$ cat config.mk
export PLATFORM = sky130hd
export DESIGN_NAME = can_regs
export DESIGN_NICKNAME = d
export VERILOG_FILES = /design/src/hw/can_cfg_pkg.sv /design/src/hw/can_regs.sv
export SDC_FILE = /design/constraint.sdc
export NUM_CORES = 1
export LEC_CHECK = 0
export BUFFER_PORTS_ARGS = -buffer_cell sky130_fd_sc_hd__buf_2
export CAP_MARGIN = 20
export CELL_PAD_IN_SITES_DETAIL_PLACEMENT = 1
export CELL_PAD_IN_SITES_GLOBAL_PLACEMENT = 1
export CORE_ASPECT_RATIO = 1.4
export CORE_MARGIN = 2
export CORE_UTILIZATION = 37
export CTS_CLUSTER_DIAMETER = 100
export DETAILED_ROUTE_END_ITERATION = 10
export PLACE_DENSITY = 0.79
export SKIP_CTS_REPAIR_TIMING = 1
export SYNTH_ARGS = -nofsm -noshare
export SYNTH_HDL_FRONTEND = slang
export SYNTH_SLANG_ARGS = --single-unit
$ cat constraint.sdc
create_clock -name clk_i -period 3.7 [get_ports clk_i]
set_input_delay 0.37 -clock clk_i [delete_from_list [all_inputs] [get_ports clk_i]]
set_output_delay 0.37 -clock clk_i [all_outputs]
set_load 0.05 [all_outputs]
$ cat src/hw/can_cfg_pkg.sv
// CAN transmit controller configuration definitions
// Host register map, register bit positions and bus timing fields
`default_nettype none

package can_cfg_pkg;

  ////////////////////////////////////////////////////////////////////////////
  // Host register map
  ////////////////////////////////////////////////////////////////////////////

  // Register data width, one byte per address
  localparam int REG_W = 8;

  // BASIC mode addresses
  localparam logic [REG_W-1:0] ADDR_MODE   = 8'd0;
  localparam logic [REG_W-1:0] ADDR_CMD    = 8'd1;
  localparam logic [REG_W-1:0] ADDR_STATUS = 8'd2;
  localparam logic [REG_W-1:0] ADDR_IRQ    = 8'd3;
  localparam logic [REG_W-1:0] ADDR_IRQ_EN = 8'd4;
  // Address 5 stays unused in this reduced map
  localparam logic [REG_W-1:0] ADDR_BTR0   = 8'd6;
  localparam logic [REG_W-1:0] ADDR_BTR1   = 8'd7;

  // Bit positions inside the registers
  localparam int MODE_RESET_BIT = 0;
  localparam int CMD_TX_REQ_BIT = 0;
  localparam int STAT_TBS_BIT   = 2;
  localparam int STAT_TCS_BIT   = 3;
  localparam int STAT_TX_BIT    = 5;
  localparam int IRQ_TX_BIT     = 1;

  ////////////////////////////////////////////////////////////////////////////
  // Bus timing
  ////////////////////////////////////////////////////////////////////////////

  // BTR0[5:0] is the prescaler, BTR1[3:0] tseg1 and BTR1[6:4] tseg2
  typedef struct packed {
    logic [5:0] baud_presc;
    logic [3:0] tseg1;
    logic [2:0] tseg2;
  } can_timing_t;

endpackage

`default_nettype wire

$ cat src/hw/can_regs.sv
// CAN host register file
// Mode, command, status, interrupt and bus timing registers with registered read data
`default_nettype none

module can_regs (
  input  logic                          clk_i,
  input  logic                          rst,
  input  logic                          reg_we_i,
  input  logic                          reg_re_i,
  input  logic [can_cfg_pkg::REG_W-1:0] reg_waddr_i,
  input  logic [can_cfg_pkg::REG_W-1:0] reg_raddr_i,
  input  logic [can_cfg_pkg::REG_W-1:0] reg_data_i,
  output logic [can_cfg_pkg::REG_W-1:0] reg_data_o,
  input  logic                          tbs_i,
  input  logic                          busy_i,
  input  logic                          done_i,
  output logic                          reset_mode_o,
  output logic                          tx_req_o,
  output can_cfg_pkg::can_timing_t      timing_o,
  output logic                          irq_on_o
);
  import can_cfg_pkg::*;

  logic             reset_mode;
  logic             irq_flag;
  logic             irq_en;
  logic             tcs;
  can_timing_t      timing_q;
  logic             wr_mode;
  logic             wr_cmd;
  logic             wr_irq_en;
  logic             wr_btr0;
  logic             wr_btr1;
  logic             rd_irq;
  logic [REG_W-1:0] rd_data;

  ////////////////////////////////////////////////////////////////////////////
  // Write decode
  ////////////////////////////////////////////////////////////////////////////

  assign wr_mode   = reg_we_i && (reg_waddr_i == ADDR_MODE);
  assign wr_cmd    = reg_we_i && (reg_waddr_i == ADDR_CMD);
  assign wr_irq_en = reg_we_i && (reg_waddr_i == ADDR_IRQ_EN);
  // Bus timing is frozen once the node leaves reset mode
  assign wr_btr0   = reg_we_i && (reg_waddr_i == ADDR_BTR0) && reset_mode;
  assign wr_btr1   = reg_we_i && (reg_waddr_i == ADDR_BTR1) && reset_mode;
  // Reading the interrupt register acknowledges it
  assign rd_irq    = reg_re_i && (reg_raddr_i == ADDR_IRQ);

  // Request only reaches the core when running and the buffer is free
  assign tx_req_o = wr_cmd && reg_data_i[CMD_TX_REQ_BIT] && !reset_mode && tbs_i;

  always_ff @(posedge clk_i or posedge rst)
  begin
    if (rst)
    begin
      reset_mode <= 1'b1;
      irq_en     <= 1'b0;
      timing_q   <= '0;
    end
    else
    begin
      if (wr_mode)
        reset_mode <= reg_data_i[MODE_RESET_BIT];
      if (wr_irq_en)
        irq_en <= reg_data_i[IRQ_TX_BIT];
      if (wr_btr0)
        timing_q.baud_presc <= reg_data_i[5:0];
      if (wr_btr1)
      begin
        timing_q.tseg1 <= reg_data_i[3:0];
        timing_q.tseg2 <= reg_data_i[6:4];
      end
    end
  end

  // TCS starts set since nothing is outstanding after reset
  // Completion wins over a same-cycle acknowledge of the flag
  always_ff @(posedge clk_i or posedge rst)
  begin
    if (rst)
    begin
      tcs      <= 1'b1;
      irq_flag <= 1'b0;
    end
    else
    begin
      if (tx_req_o)
        tcs <= 1'b0;
      else if (done_i)
        tcs <= 1'b1;
      if (done_i)
        irq_flag <= 1'b1;
      else if (rd_irq)
        irq_flag <= 1'b0;
    end
  end

  ////////////////////////////////////////////////////////////////////////////
  // Read path
  ////////////////////////////////////////////////////////////////////////////

  always_comb
  begin
    rd_data = '0;
    case (reg_raddr_i)
      ADDR_MODE:   rd_data[MODE_RESET_BIT] = reset_mode;
      ADDR_STATUS:
      begin
        rd_data[STAT_TBS_BIT] = tbs_i;
        rd_data[STAT_TCS_BIT] = tcs;
        rd_data[STAT_TX_BIT]  = busy_i;
      end
      ADDR_IRQ:    rd_data[IRQ_TX_BIT] = irq_flag;
      ADDR_IRQ_EN: rd_data[IRQ_TX_BIT] = irq_en;
      ADDR_BTR0:   rd_data = {2'b00, timing_q.baud_presc};
      ADDR_BTR1:   rd_data = {1'b0, timing_q.tseg2, timing_q.tseg1};
      // Command register and unmapped addresses read as zero
      default:     rd_data = '0;
    endcase
  end

  // Read data holds between strobes
  always_ff @(posedge clk_i or posedge rst)
  begin
    if (rst)
      reg_data_o <= '0;
    else if (reg_re_i)
      reg_data_o <= rd_data;
  end

  assign reset_mode_o = reset_mode;
  assign timing_o     = timing_q;
  // Active low interrupt line
  assign irq_on_o     = ~(irq_flag & irq_en);

endmodule

`default_nettype wire

Word-level counts from Yosys, hierarchy flattened
Cells that the tools add are included.

Flip-flop bits (word level): 25. Input bits: 31. Bits in latches: 0. Memory bits (read-only): 0. Memories: 0. Bits in writable memories: 0. Word-level logic and storage cells: 45. Output and inout bits: 24.

Magnitude comparators: 0. Add/sub/neg operators: 0. Mux-type cells: 10. Multipliers: 0. Reduce and logical (&&, ||, !) cells: 16. Shift operators: 0. Eq/ne operators: 9. Div/mod/pow operators: 0. Bitwise gates (word level): 2.

Operators by type and width (count): $eq A8 B3 Y1 const B (6); $eq A8 B2 Y1 const B (2); $logic_not A8 Y1 (2); $logic_and A1 B1 Y1 (11); $eq A8 B1 Y1 const B (1); $pmux W1 S3 (2); $pmux W2 S3 (1); $mux W1 (5); $pmux W1 S4 (1); $reduce_bool A2 Y1 (2); $pmux W1 S2 (1); $and A1 B1 Y1 (1); $logic_not A1 Y1 (1); $not A1 Y1 (1).

Longest topological paths before layout
Gate-level depths: netlist of run 1.

Word-level depth: 6. Depth in mapped cells: 4.

Worst setup path before layout of run 1
Ideal clock, no wire load.

Path kind: input port to output port. Start point: input reg_waddr_i[5] (netlist name). End point: output tx_req_o. Buffers on the path: 0. Cell stages on the path: 2. Path slack: 0.762 ns. Data required time: 3.330 ns. Arrival: 2.568 ns. Cell sequence: or4_4 -> nor4_1.

Cells in the longest elaborated chain, start to end: 5.

Ends and longest elaborated chain: from (decl) (line can_regs.sv:10) `input logic [can_cfg_pkg::REG_W-1:0] reg_waddr_i,`; $eq A8 B1 Y1 (line can_regs.sv:42) `assign wr_cmd = reg_we_i && (reg_waddr_i == ADDR_CMD);`; $logic_and A1 B1 Y1 (line can_regs.sv:42); $logic_and A1 B1 Y1 (3 in series) (line can_regs.sv:51) `assign tx_req_o = wr_cmd && reg_data_i[CMD_TX_REQ_BIT] && !reset_mode && tbs_i;`; to (decl) (line can_regs.sv:18) `output logic tx_req_o,`.

Every way passes these cells.

Worst setup path after layout of run 1
Ends and elaborated chain as after synthesis.

==> results of run 1 <==
-- cell families (layout without fill, tap and decap cells) --
logic type,Yosys count,after routing
AOI/OAI and AO/OA,13,13
buffers and inverters,11,64
DFF,24,24
muxes,22,22
other,1,1
and+or+nand+nor,26,26
-- worst paths after layout --
path,startpoint,endpoint,depth (start not counted)
worst max-delay path,reg_waddr_i[5],tx_req_o,4
min in group clk_i,done_i,irq_flag,2
worst min register to register,irq_flag,irq_flag,1
max in group asynchronous,rst,irq_flag,2
worst min-delay path,rst,reg_data_o[4],2
worst max register to register,reset_mode_o,timing_o[5],3
-- synth_stat cells, types with 2 or more instances --
library cell                n
sky130_fd_sc_hd__dfrtp_1   22
sky130_fd_sc_hd__mux2_2    21
sky130_fd_sc_hd__inv_1      8
sky130_fd_sc_hd__o22ai_1    5
sky130_fd_sc_hd__a22oi_1    4
sky130_fd_sc_hd__nand2_1    4
sky130_fd_sc_hd__nor2_1     4
sky130_fd_sc_hd__nor4_1     4
sky130_fd_sc_hd__nand4b_1   3
sky130_fd_sc_hd__and3b_1    2
sky130_fd_sc_hd__clkbuf_1   2
sky130_fd_sc_hd__dfstp_2    2
sky130_fd_sc_hd__nand3b_1   2
sky130_fd_sc_hd__o32ai_1    2
-- layer usage --
metal | track usage [%] | up-vias | routed length [µm]
met5 | 0 | - | 0
met4 | 9.06 | 0 | 83
met3 | 2.74 | 8 | 108
met2 | 35.6 | 30 | 1800
met1 | 22.4 | 498 | 1170
li1 | - | 468 | -
-- where the power goes --
part           switching [mW]  total [mW]  leakage [nW]  internal (mW)
combinational          0.0324      0.0526         0.442         0.0202
sequential            0.00148       0.266         0.323          0.264
clock                  0.0799       0.175        0.0288         0.0949
-- final cells by class --
| type | count | area [µm²] |
|---|---|---|
| fillers | 375 | 1560 |
| flip-flops and latches | 24 | 603 |
| multi-input cells | 62 | 533 |
| repair buffers | 52 | 260 |
| clock buffers | 4 | 55.1 |
| well taps | 39 | 48.8 |
| inverters | 8 | 30.0 |
-- layout by cell type, fill, tap and decap left out, drive strengths merged, types with 3 or more instances in the layout --
master | netlist | layout
dfrtp | 22 | 22
nand4b | 3 | 3
o22ai | 5 | 5
a22oi | 4 | 4
nor2 | 4 | 4
clkbuf | 2 | 4
nand2 | 4 | 4
inv | 8 | 8
nor4 | 4 | 4
buf | 1 | 52
mux2 | 21 | 21
-- worst max-delay path: stages --
cell,delay (ns)
sky130_fd_sc_hd__buf_2,0.11
sky130_fd_sc_hd__or4_4,0.57
sky130_fd_sc_hd__nor4_1,0.45
sky130_fd_sc_hd__buf_2,0.35
-- flip-flops by register name (all words and copies together) (netlist names) --
signal / cells
irq_en: 1
irq_flag: 1
timing_o: 13
tcs: 1
reset_mode_o: 1
reg_data_o: 7
==> metrics.md, run 1 <==
| Metric | Value |
|---|---|
| Outcome | `complete, no violations` |
| Die Span X | `51.8 µm` |
| Total CTS buffers | `3` |
| Top area cells in the synthesized netlist | `sky130_fd_sc_hd__dfrtp_1, sky130_fd_sc_hd__mux2_2, sky130_fd_sc_hd__dfstp_2` |
| Clock Skews | `0.00173 ns` |
| Max-Slew Margin vs Limit | `38.5%` |
| Number of rows in the core area | `24` |
| Placer congestion estimate | `about 0.85` |
| Tmin final | `2.22 ns` |
| Input/output buffers | `52` |
| Maximum number of pins on one net before global-route repair | `25` |
| Worst hold-check path type | `in2async` |
| Fin Hold WS | `0.298 ns` |
| GRT Util Overall | `19.8%` |
| XOR/XNOR share of the synthesized area | `0%` |
| Post-synth net total | `around 130` |
| Placement Setup Slack | `1.49 ns` |
| DIE HEIGHT | `70.9 µm` |
| Pwr Density | `322 nW/µm²` |
| Final Total Pwr | `0.493 mW` |
| Master cell of the clock root buffer | `sky130_fd_sc_hd__clkbuf_8` |
| Total of max-cap violations | `0` |
| Setup repair after global routing missed its margin | `false` |
| Sum of overflow across all layers after global routing | `0` |
| Vias in the first global route | `1101` |
| Placed Instance Area | `1480 µm²` |
| Highest Clock Rate | `450 MHz` |
| Total inserted antenna cells | `0` |
| Clock net sink count | `24` |
| Main combinational cell family by area after synthesis | `multiplexers` |
| Worst setup margin | `1.48 ns` |
| Area of the core region | `3090 µm²` |
| DR pass1 iterations | `4` |
| Clock tree buffer depth | `2` |
| Final clock period utilization by the worst path | `60.0%` |
| Residual DRC | `0` |
| Crit path arrival time | `~1.9 ns` |
| CP Data Required Time | `3.33 ns` |
| Cell type with the largest total area after synthesis | `sky130_fd_sc_hd__dfrtp_1` |
| Fraction of synthesized cell area taken by the top area cell type | `46.6%` |
| Clock slew seen by the registers of the worst setup and hold paths | `0.08 ns` |
| Synthesized-area fraction occupied by adder cells | `0%` |
| Area of the die | `3670 µm²` |
| Number of distinct standard cells referenced by the synthesized netlist | `26` |
| Count of placed standard cells in the final layout, fillers left out | `189` |
| Area fraction in compound gates after synthesis | `8.05%` |
| Worst vdd ir | `0.188 mV` |
| Final count of pins violating max slew | `0` |
| Critical path fanouts, max | `3` |
| Fraction of the yosys area taken by sequential cells | `51.1%` |
| Final setup violation count | `0` |
| Fraction of layout cells with a size suffix above 1 | `between 50% and 60%` |
| # IOs | `55` |
| Post-route core utilization | `49.5%` |
| Actual transition at the worst max-transition pin | `0.921 ns` |
| Source-to-sink clock delay at the later pin of the worst-skew pair | `0.26 ns` |
| Area fraction in and, or, nand and nor cells after synthesis | `approximately 16%` |
| Post-synthesis sequential element count | `24` |
| Final net count | `between 150 and 200` |
| Global-route wire length before repair | `5450 µm` |
| Level count of the clock H-tree | `1` |
| Startpoint type of the worst setup path | `primary input` |
| Average footprint of a synthesized cell | `12.2 µm²` |
| Synth-to-Final Area Change | `29.6%` |
| Cells after synthesis | `97` |
| Placed cell count | `185` |
| Ys Warns | `0` |
| Mux cell area share after synthesis | `20.9%` |
| Share of flip-flops with an asynchronous set or reset after synthesis | `100%` |
| Flop2flop setup slack | `between 1.5 and 2 ns` |
| Placed wire-length estimate after detailed placement | `2490 µm` |
| Number of vias in the routed layout | `1004` |
| Most common flop cell mapped by yosys | `sky130_fd_sc_hd__dfrtp_1` |
| Effective utilization at floorplan | `between 30% and 40%` |
| Routed length per instance | `16.7 µm` |
| Total routed wirelength | `about 3200 µm` |
| Summed negative setup slack over all endpoints | `0 ns` |
| Clock tree from TritonCTS | `built` |
| Number of antenna violations at the first check in global routing | `0` |
| Type of the worst setup path | `in2out` |
| Detailed Route Iter0 Violations | `17` |
| Nature of the critical path endpoint | `output pin` |
| Finished layout cell area | `roughly 1500 µm²` |
| Routed vias/inst | `around 5.3` |
| Synth Cell Area | `roughly 1200 µm²` |
| Number of hold violations in the final report | `0` |
| Count of flip-flops with a built-in enable after synthesis | `0` |
| Total leakage power | `between 0.7 and 0.8 nW` |
| Remaining antenna violation count | `0` |
No activity file was read; power rests on OpenSTA's default activity.
==> inputs of run 2 (changes only) <==
--- a/config.mk
+++ b/config.mk
@@ -11,10 +11,10 @@
 export CELL_PAD_IN_SITES_GLOBAL_PLACEMENT = 1
 export CORE_ASPECT_RATIO = 1.4
 export CORE_MARGIN = 2
-export CORE_UTILIZATION = 37
+export CORE_UTILIZATION = 31
 export CTS_CLUSTER_DIAMETER = 100
 export DETAILED_ROUTE_END_ITERATION = 10
-export PLACE_DENSITY = 0.79
+export PLACE_DENSITY = 0.7
 export SKIP_CTS_REPAIR_TIMING = 1
 export SYNTH_ARGS = -nofsm -noshare
 export SYNTH_HDL_FRONTEND = slang
==> constraint.sdc (replaced) <==
create_clock -name clk_i -period 1.8 [get_ports clk_i]
set_input_delay 0.18 -clock clk_i [delete_from_list [all_inputs] [get_ports clk_i]]
set_output_delay 0.18 -clock clk_i [all_outputs]
set_load 0.05 [all_outputs]
==> metrics.md, run 2 (same netlist as run 1, synthesis figures left out) <==
| Metric | Value |
|---|---|
| Hold Path Origin | `done_i` |
| Level count of the clock H-tree | `1` |
| Startpoint type of the worst setup path | `register` |
| Global-route wire length before repair | `4890 µm` |
| DIE HEIGHT | `77.0 µm` |
| R2R Path End | `timing_o[8]` |
| Final clock period utilization by the worst path | `about 95%` |
| Placed wire-length estimate after detailed placement | `2440 µm` |
| Setup repair after global routing missed its margin | `false` |
| GRT Util Overall | `between 10% and 20%` |
| Maximum number of pins on one net before global-route repair | `25` |
| Switching share of power | `between 20% and 30%` |
| Vias in the first global route | `1097` |
| Final setup violation count | `0` |
| Type of the worst setup path | `reg2reg` |
| Pwr Density | `700 nW/µm²` |
| Fraction of layout cells with a size suffix above 1 | `between 50% and 60%` |
| DR pass1 iterations | `3` |
| Area of the core region | `3640 µm²` |
| Clock net sink count | `24` |
| Final count of pins violating max slew | `0` |
| Clock slew seen by the registers of the worst setup and hold paths | `roughly 0.080 ns` |
| Sum of overflow across all layers after global routing | `0` |
| Total CTS buffers | `3` |
| Total of max-cap violations | `0` |
| Seq pwr share | `48.4%` |
| Hold Path Sink | `irq_flag` |
| Buf+Inv Stages, Crit Path | `0` |
| Critical path fanouts, max | `6` |
| Clock tree from TritonCTS | `built` |
| Clock tree buffer depth | `2` |
| Remaining antenna violation count | `0` |
| Crit path arrival time | `1.86 ns` |
| Total inserted antenna cells | `0` |
| Total leakage power | `about 0.83 nW` |
| Flop2flop setup slack | `0.09 ns` |
| Instance count along the most critical hold path | `2` |
| Actual transition at the worst max-transition pin | `0.547 ns` |
| Highest Clock Rate | `586 MHz` |
| Logic pwr share | `around 10%` |
| Nature of the critical path endpoint | `register` |
| Number of rows in the core area | `26` |
| Detailed Route Iter0 Violations | `24` |
| Switching Power | `0.241 mW` |
| Tmin final | `1.71 ns` |
| Source-to-sink clock delay at the later pin of the worst-skew pair | `0.26 ns` |
| Internal power | `0.886 mW` |
| Gate family responsible for the most delay along the worst path | `simple AND/OR/NAND/NOR gates` |
| Ordered list of cells on the worst path | `nand4b_1, nor3b_4, mux2_2` |
| Number of vias in the routed layout | `1003` |
| Max-Slew Margin vs Limit | `63.0%` |
| Summed negative setup slack over all endpoints | `0 ns` |
| Residual DRC | `0` |
| Die Span X | `56.2 µm` |
| Worst vdd ir | `0.369 mV` |
| R2R cell count | `3` |
| Clock Skews | `0.00465 ns` |
| Final Total Pwr | `1.13 mW` |
| Routed vias/inst | `5.12` |
| Slowest stage cell, crit path | `sky130_fd_sc_hd__dfstp_2` |
| CP Data Required Time | `1.95 ns` |
| Input/output buffers | `52` |
| Final net count | `186` |
| Highest-count cells in the layout ignoring fill and taps | `sky130_fd_sc_hd__buf_2, sky130_fd_sc_hd__dfrtp_1, sky130_fd_sc_hd__mux2_2` |
| Biggest cell delay along the critical path | `0.54 ns` |
| Placement Setup Slack | `0.0180 ns` |
| Total routed wirelength | `2910 µm` |
| Worst hold-check path type | `in2reg` |
| R2R Path Start | `reset_mode_o` |
| # IOs | `55` |
| Largest register FFs | `13` |
| Number of antenna violations at the first check in global routing | `0` |
| Most common cell after layout, fill and taps aside | `sky130_fd_sc_hd__buf_2` |
| Effective utilization at floorplan | `32.4%` |
| Post-route core utilization | `44.2%` |
| Clk network pwr share | `around 41%` |
| Master cell of the clock root buffer | `sky130_fd_sc_hd__clkbuf_8` |
| Placer congestion estimate | `0.730` |
| Outcome | `complete, no violations` |
| Synth-to-Final Area Change | `36.3%` |
| Area of the die | `roughly 4300 µm²` |
| Number of hold violations in the final report | `0` |
| Routed length per instance | `14.9 µm` |
| Worst setup margin | `0.0922 ns` |
## run 2: cell count changes in the layout (fill, tap and decap cells not counted)
cell | previous run | this run
sky130_fd_sc_hd__bufinv_16 | 0 | 1
sky130_fd_sc_hd__buf_4 | 0 | 2
sky130_fd_sc_hd__clkbuf_8 | 4 | 3
sky130_fd_sc_hd__buf_12 | 0 | 1
sky130_fd_sc_hd__nor4_1 | 4 | 3
sky130_fd_sc_hd__nor4_4 | 0 | 1
sky130_fd_sc_hd__dlygate4sd3_1 | 0 | 1
## run 2: how the worst max path moves through the flow
stage | cells past startpoint | end | start | slack, ns
floorplan | 3 | timing_o[10] | reset_mode_o | 0.02
global placement | 4 | timing_o[10] | reg_waddr_i[5] | 0.04
detailed placement | 4 | timing_o[11] | reg_waddr_i[5] | 0.02
CTS | 3 | timing_o[7] | reset_mode_o | 0.08
global route | 3 | timing_o[8] | reset_mode_o | 0.009
finish | 3 | timing_o[8] | reset_mode_o | 0.09
## run 2: worst register-to-register path, cell delays in order, from the launching register on
cell and delay [ns]:
sky130_fd_sc_hd__dfstp_2 0.54, sky130_fd_sc_hd__nand4b_1 0.22, sky130_fd_sc_hd__nor3b_4 0.45, sky130_fd_sc_hd__mux2_2 0.38
## run 2: area by class of cell
| cell class | count | area, µm² |
|---|---|---|
| fillers | 409 | 2030 |
| inverters | 8 | 30.0 |
| repair buffers | 56 | 305 |
| clock inverters | 1 | 30.0 |
| clock buffers | 3 | 41.3 |
| multi-input cells | 62 | 548 |
| well taps | 42 | 52.6 |
| flip-flops and latches | 24 | 603 |
## run 2: power by group through the flow
stage                     combinational, mW  sequential [mW]  clock, mW
after global placement                0.110            0.555          0
after global routing                  0.127            0.546      0.494
final                                 0.115            0.545      0.467
after detailed placement              0.115            0.556          0
after CTS                             0.115            0.545      0.472
after floorplan                      0.0518            0.563          0
## run 2: metal layers
layer	share of wire, %	vias up	wire length, µm	GRT usage [%]
li1	-	474	-	-
met1	37	498	1080	15.9
met2	58	31	1680	26.8
met3	5.2	0	151	2.02
met4	0	0	0	2.62
met5	0	-	0	0
## run 2: through the flow
step / instances / hold WS [ns] / area (µm²)
6_report: 196 / 0.122 / 1610
4_1_cts: 195 / -0.0489 / 1600
3_3_place_gp: 191 / 0.232 / 1530
5_1_grt: 196 / 0.116 / 1610
2_1_floorplan: 97 / 0.193 / 1200
3_5_place_dp: 191 / 0.243 / 1530
==> inputs of run 3 (changes only) <==
--- a/config.mk
+++ b/config.mk
@@ -14,6 +14,7 @@
 export CORE_UTILIZATION = 31
 export CTS_CLUSTER_DIAMETER = 100
 export DETAILED_ROUTE_END_ITERATION = 10
+export MAX_ROUTING_LAYER = met4
 export PLACE_DENSITY = 0.7
 export SKIP_CTS_REPAIR_TIMING = 1
 export SYNTH_ARGS = -nofsm -noshare
==> metrics.md, run 3 (same netlist as run 1, synthesis figures left out) <==
| Metric | Value |
|---|---|
| Maximum number of pins on one net before global-route repair | `25` |
| Largest register FFs | `13` |
| Clock tree buffer depth | `2` |
| Final clock period utilization by the worst path | `between 90 and 100%` |
| Type of the worst setup path | `reg2reg` |
| Placed cell count | `191` |
| Number of rows in the core area | `26` |
| Max-Slew Margin vs Limit | `63.0%` |
| R2R Path Start | `reset_mode_o` |
| Summed negative setup slack over all endpoints | `0 ns` |
| Area of the core region | `3640 µm²` |
| Number of vias in the routed layout | `997` |
| Slowest stage cell, crit path | `sky130_fd_sc_hd__dfstp_2` |
| Routed vias/inst | `5.09` |
| Total routed wirelength | `2900 µm` |
| Clock slew seen by the registers of the worst setup and hold paths | `about 0.08 ns` |
| # IOs | `55` |
| Level count of the clock H-tree | `1` |
| Remaining antenna violation count | `0` |
| Worst hold-check path type | `in2reg` |
| Tmin final | `1.71 ns` |
| Finished layout cell area | `1610 µm²` |
| Outcome | `complete, no violations` |
| Critical Path Source | `reset_mode_o` |
| Setup repair after global routing missed its margin | `false` |
| Buf+Inv Stages, Crit Path | `0` |
| Highest Clock Rate | `586 MHz` |
| Final count of pins violating max slew | `0` |
| Pwr Density | `about 700 nW/µm²` |
| Worst vdd ir | `0.368 mV` |
| Input/output buffers | `52` |
| Fraction of layout cells with a size suffix above 1 | `55.8%` |
| Hold Path Origin | `done_i` |
| Detailed Route Iter0 Violations | `15` |
| Area of the die | `4330 µm²` |
| Most common cell after layout, fill and taps aside | `sky130_fd_sc_hd__buf_2` |
| Critical path fanouts, max | `6` |
| Number of antenna violations at the first check in global routing | `0` |
| Final net count | `186` |
| Placed Instance Area | `1530 µm²` |
| Total CTS buffers | `3` |
| Highest-count cells in the layout ignoring fill and taps | `sky130_fd_sc_hd__buf_2, sky130_fd_sc_hd__dfrtp_1, sky130_fd_sc_hd__mux2_2` |
| Biggest cell delay along the critical path | `roughly 0.54 ns` |
| Gate family responsible for the most delay along the worst path | `simple AND/OR/NAND/NOR gates` |
| Placer congestion estimate | `0.738` |
| Nature of the critical path endpoint | `register` |
| Count of placed standard cells in the final layout, fillers left out | `196` |
| CP Data Required Time | `1.95 ns` |
| Crit path arrival time | `approximately 1.9 ns` |
| Clock Skews | `approximately 0.0051 ns` |
| Residual DRC | `0` |
| Vias in the first global route | `1101` |
| Synth-to-Final Area Change | `36.3%` |
| Ordered list of cells on the worst path | `nand4b_1, nor3b_4, mux2_2` |
| Effective utilization at floorplan | `32.4%` |
| Post-route core utilization | `between 40% and 50%` |
| Final setup violation count | `0` |
| Die Span X | `56.2 µm` |
| Number of hold violations in the final report | `0` |
| Total leakage power | `0.831 nW` |
| Sum of overflow across all layers after global routing | `0` |
| Actual transition at the worst max-transition pin | `0.547 ns` |
| Global-route wire length before repair | `a little under 5000 µm` |
| DR pass1 iterations | `3` |
| Routed length per instance | `about 15 µm` |
| R2R cell count | `3` |
| Placed wire-length estimate after detailed placement | `between 2000 and 2500 µm` |
| GRT Util Overall | `14.3%` |
| Logic depth of the worst path, buffers included | `3` |
| Startpoint type of the worst setup path | `register` |
| Clock net sink count | `24` |
| Source-to-sink clock delay at the later pin of the worst-skew pair | `0.26 ns` |
| DIE HEIGHT | `around 77 µm` |
| Instance count along the most critical hold path | `2` |
| Master cell of the clock root buffer | `sky130_fd_sc_hd__clkbuf_8` |
| Total of max-cap violations | `0` |
| Total inserted antenna cells | `0` |
| Clock tree from TritonCTS | `built` |
## run 3: cell counts in the layout (fill, tap and decap cells not counted)
No cell type changed its count.
## run 3: worst register-to-register path, stage by stage, from the launching register on
cell and delay, ns:
sky130_fd_sc_hd__dfstp_2 0.54, sky130_fd_sc_hd__nand4b_1 0.22, sky130_fd_sc_hd__nor3b_4 0.45, sky130_fd_sc_hd__mux2_2 0.38
## run 3: per-layer routing
metal	vias to the layer above	track usage (%)	part of all wire (%)
met1	492	15.6	38
li1	474	-	-
met4	0	2.62	0
met2	31	27.2	57
met5	-	-	0
met3	0	2.02	5.2
## run 3: worst paths after layout
path	end	slack, ns
min reg2reg	irq_flag	0.51
max	timing_o[8]	0.09
min	irq_flag	0.12
max reg2reg	timing_o[8]	0.09
max in group asynchronous	reset_mode_o	1.02
min in group asynchronous	timing_o[2]	0.50
## run 3: layout make-up
type                       instances  area (µm²)
inverter                           8        30.0
timing repair buffer              56         305
clock inverter                     1        30.0
multi-input combinational         62         548
fill                             409        2030
tap                               42        52.6
sequential                        24         603
clock buffer                       3        41.3
## run 3: report_power, final
group	switching [mW]	total (mW)	internal (mW)	leakage, nW
Clock	0.169	0.466	0.297	0.0357
Combinational	0.0688	0.115	0.0459	0.472
Sequential	0.00210	0.545	0.543	0.323
## run 3: metrics by stage
step	setup slack, ns	hold slack (ns)	power (mW)
after detailed placement	0.0180	0.243	0.670
after CTS	0.0824	-0.0489	1.13
final	0.0938	0.123	1.13
after global placement	0.0412	0.232	0.666
after global routing	0.00869	0.116	1.17
after floorplan	0.0152	0.193	0.615
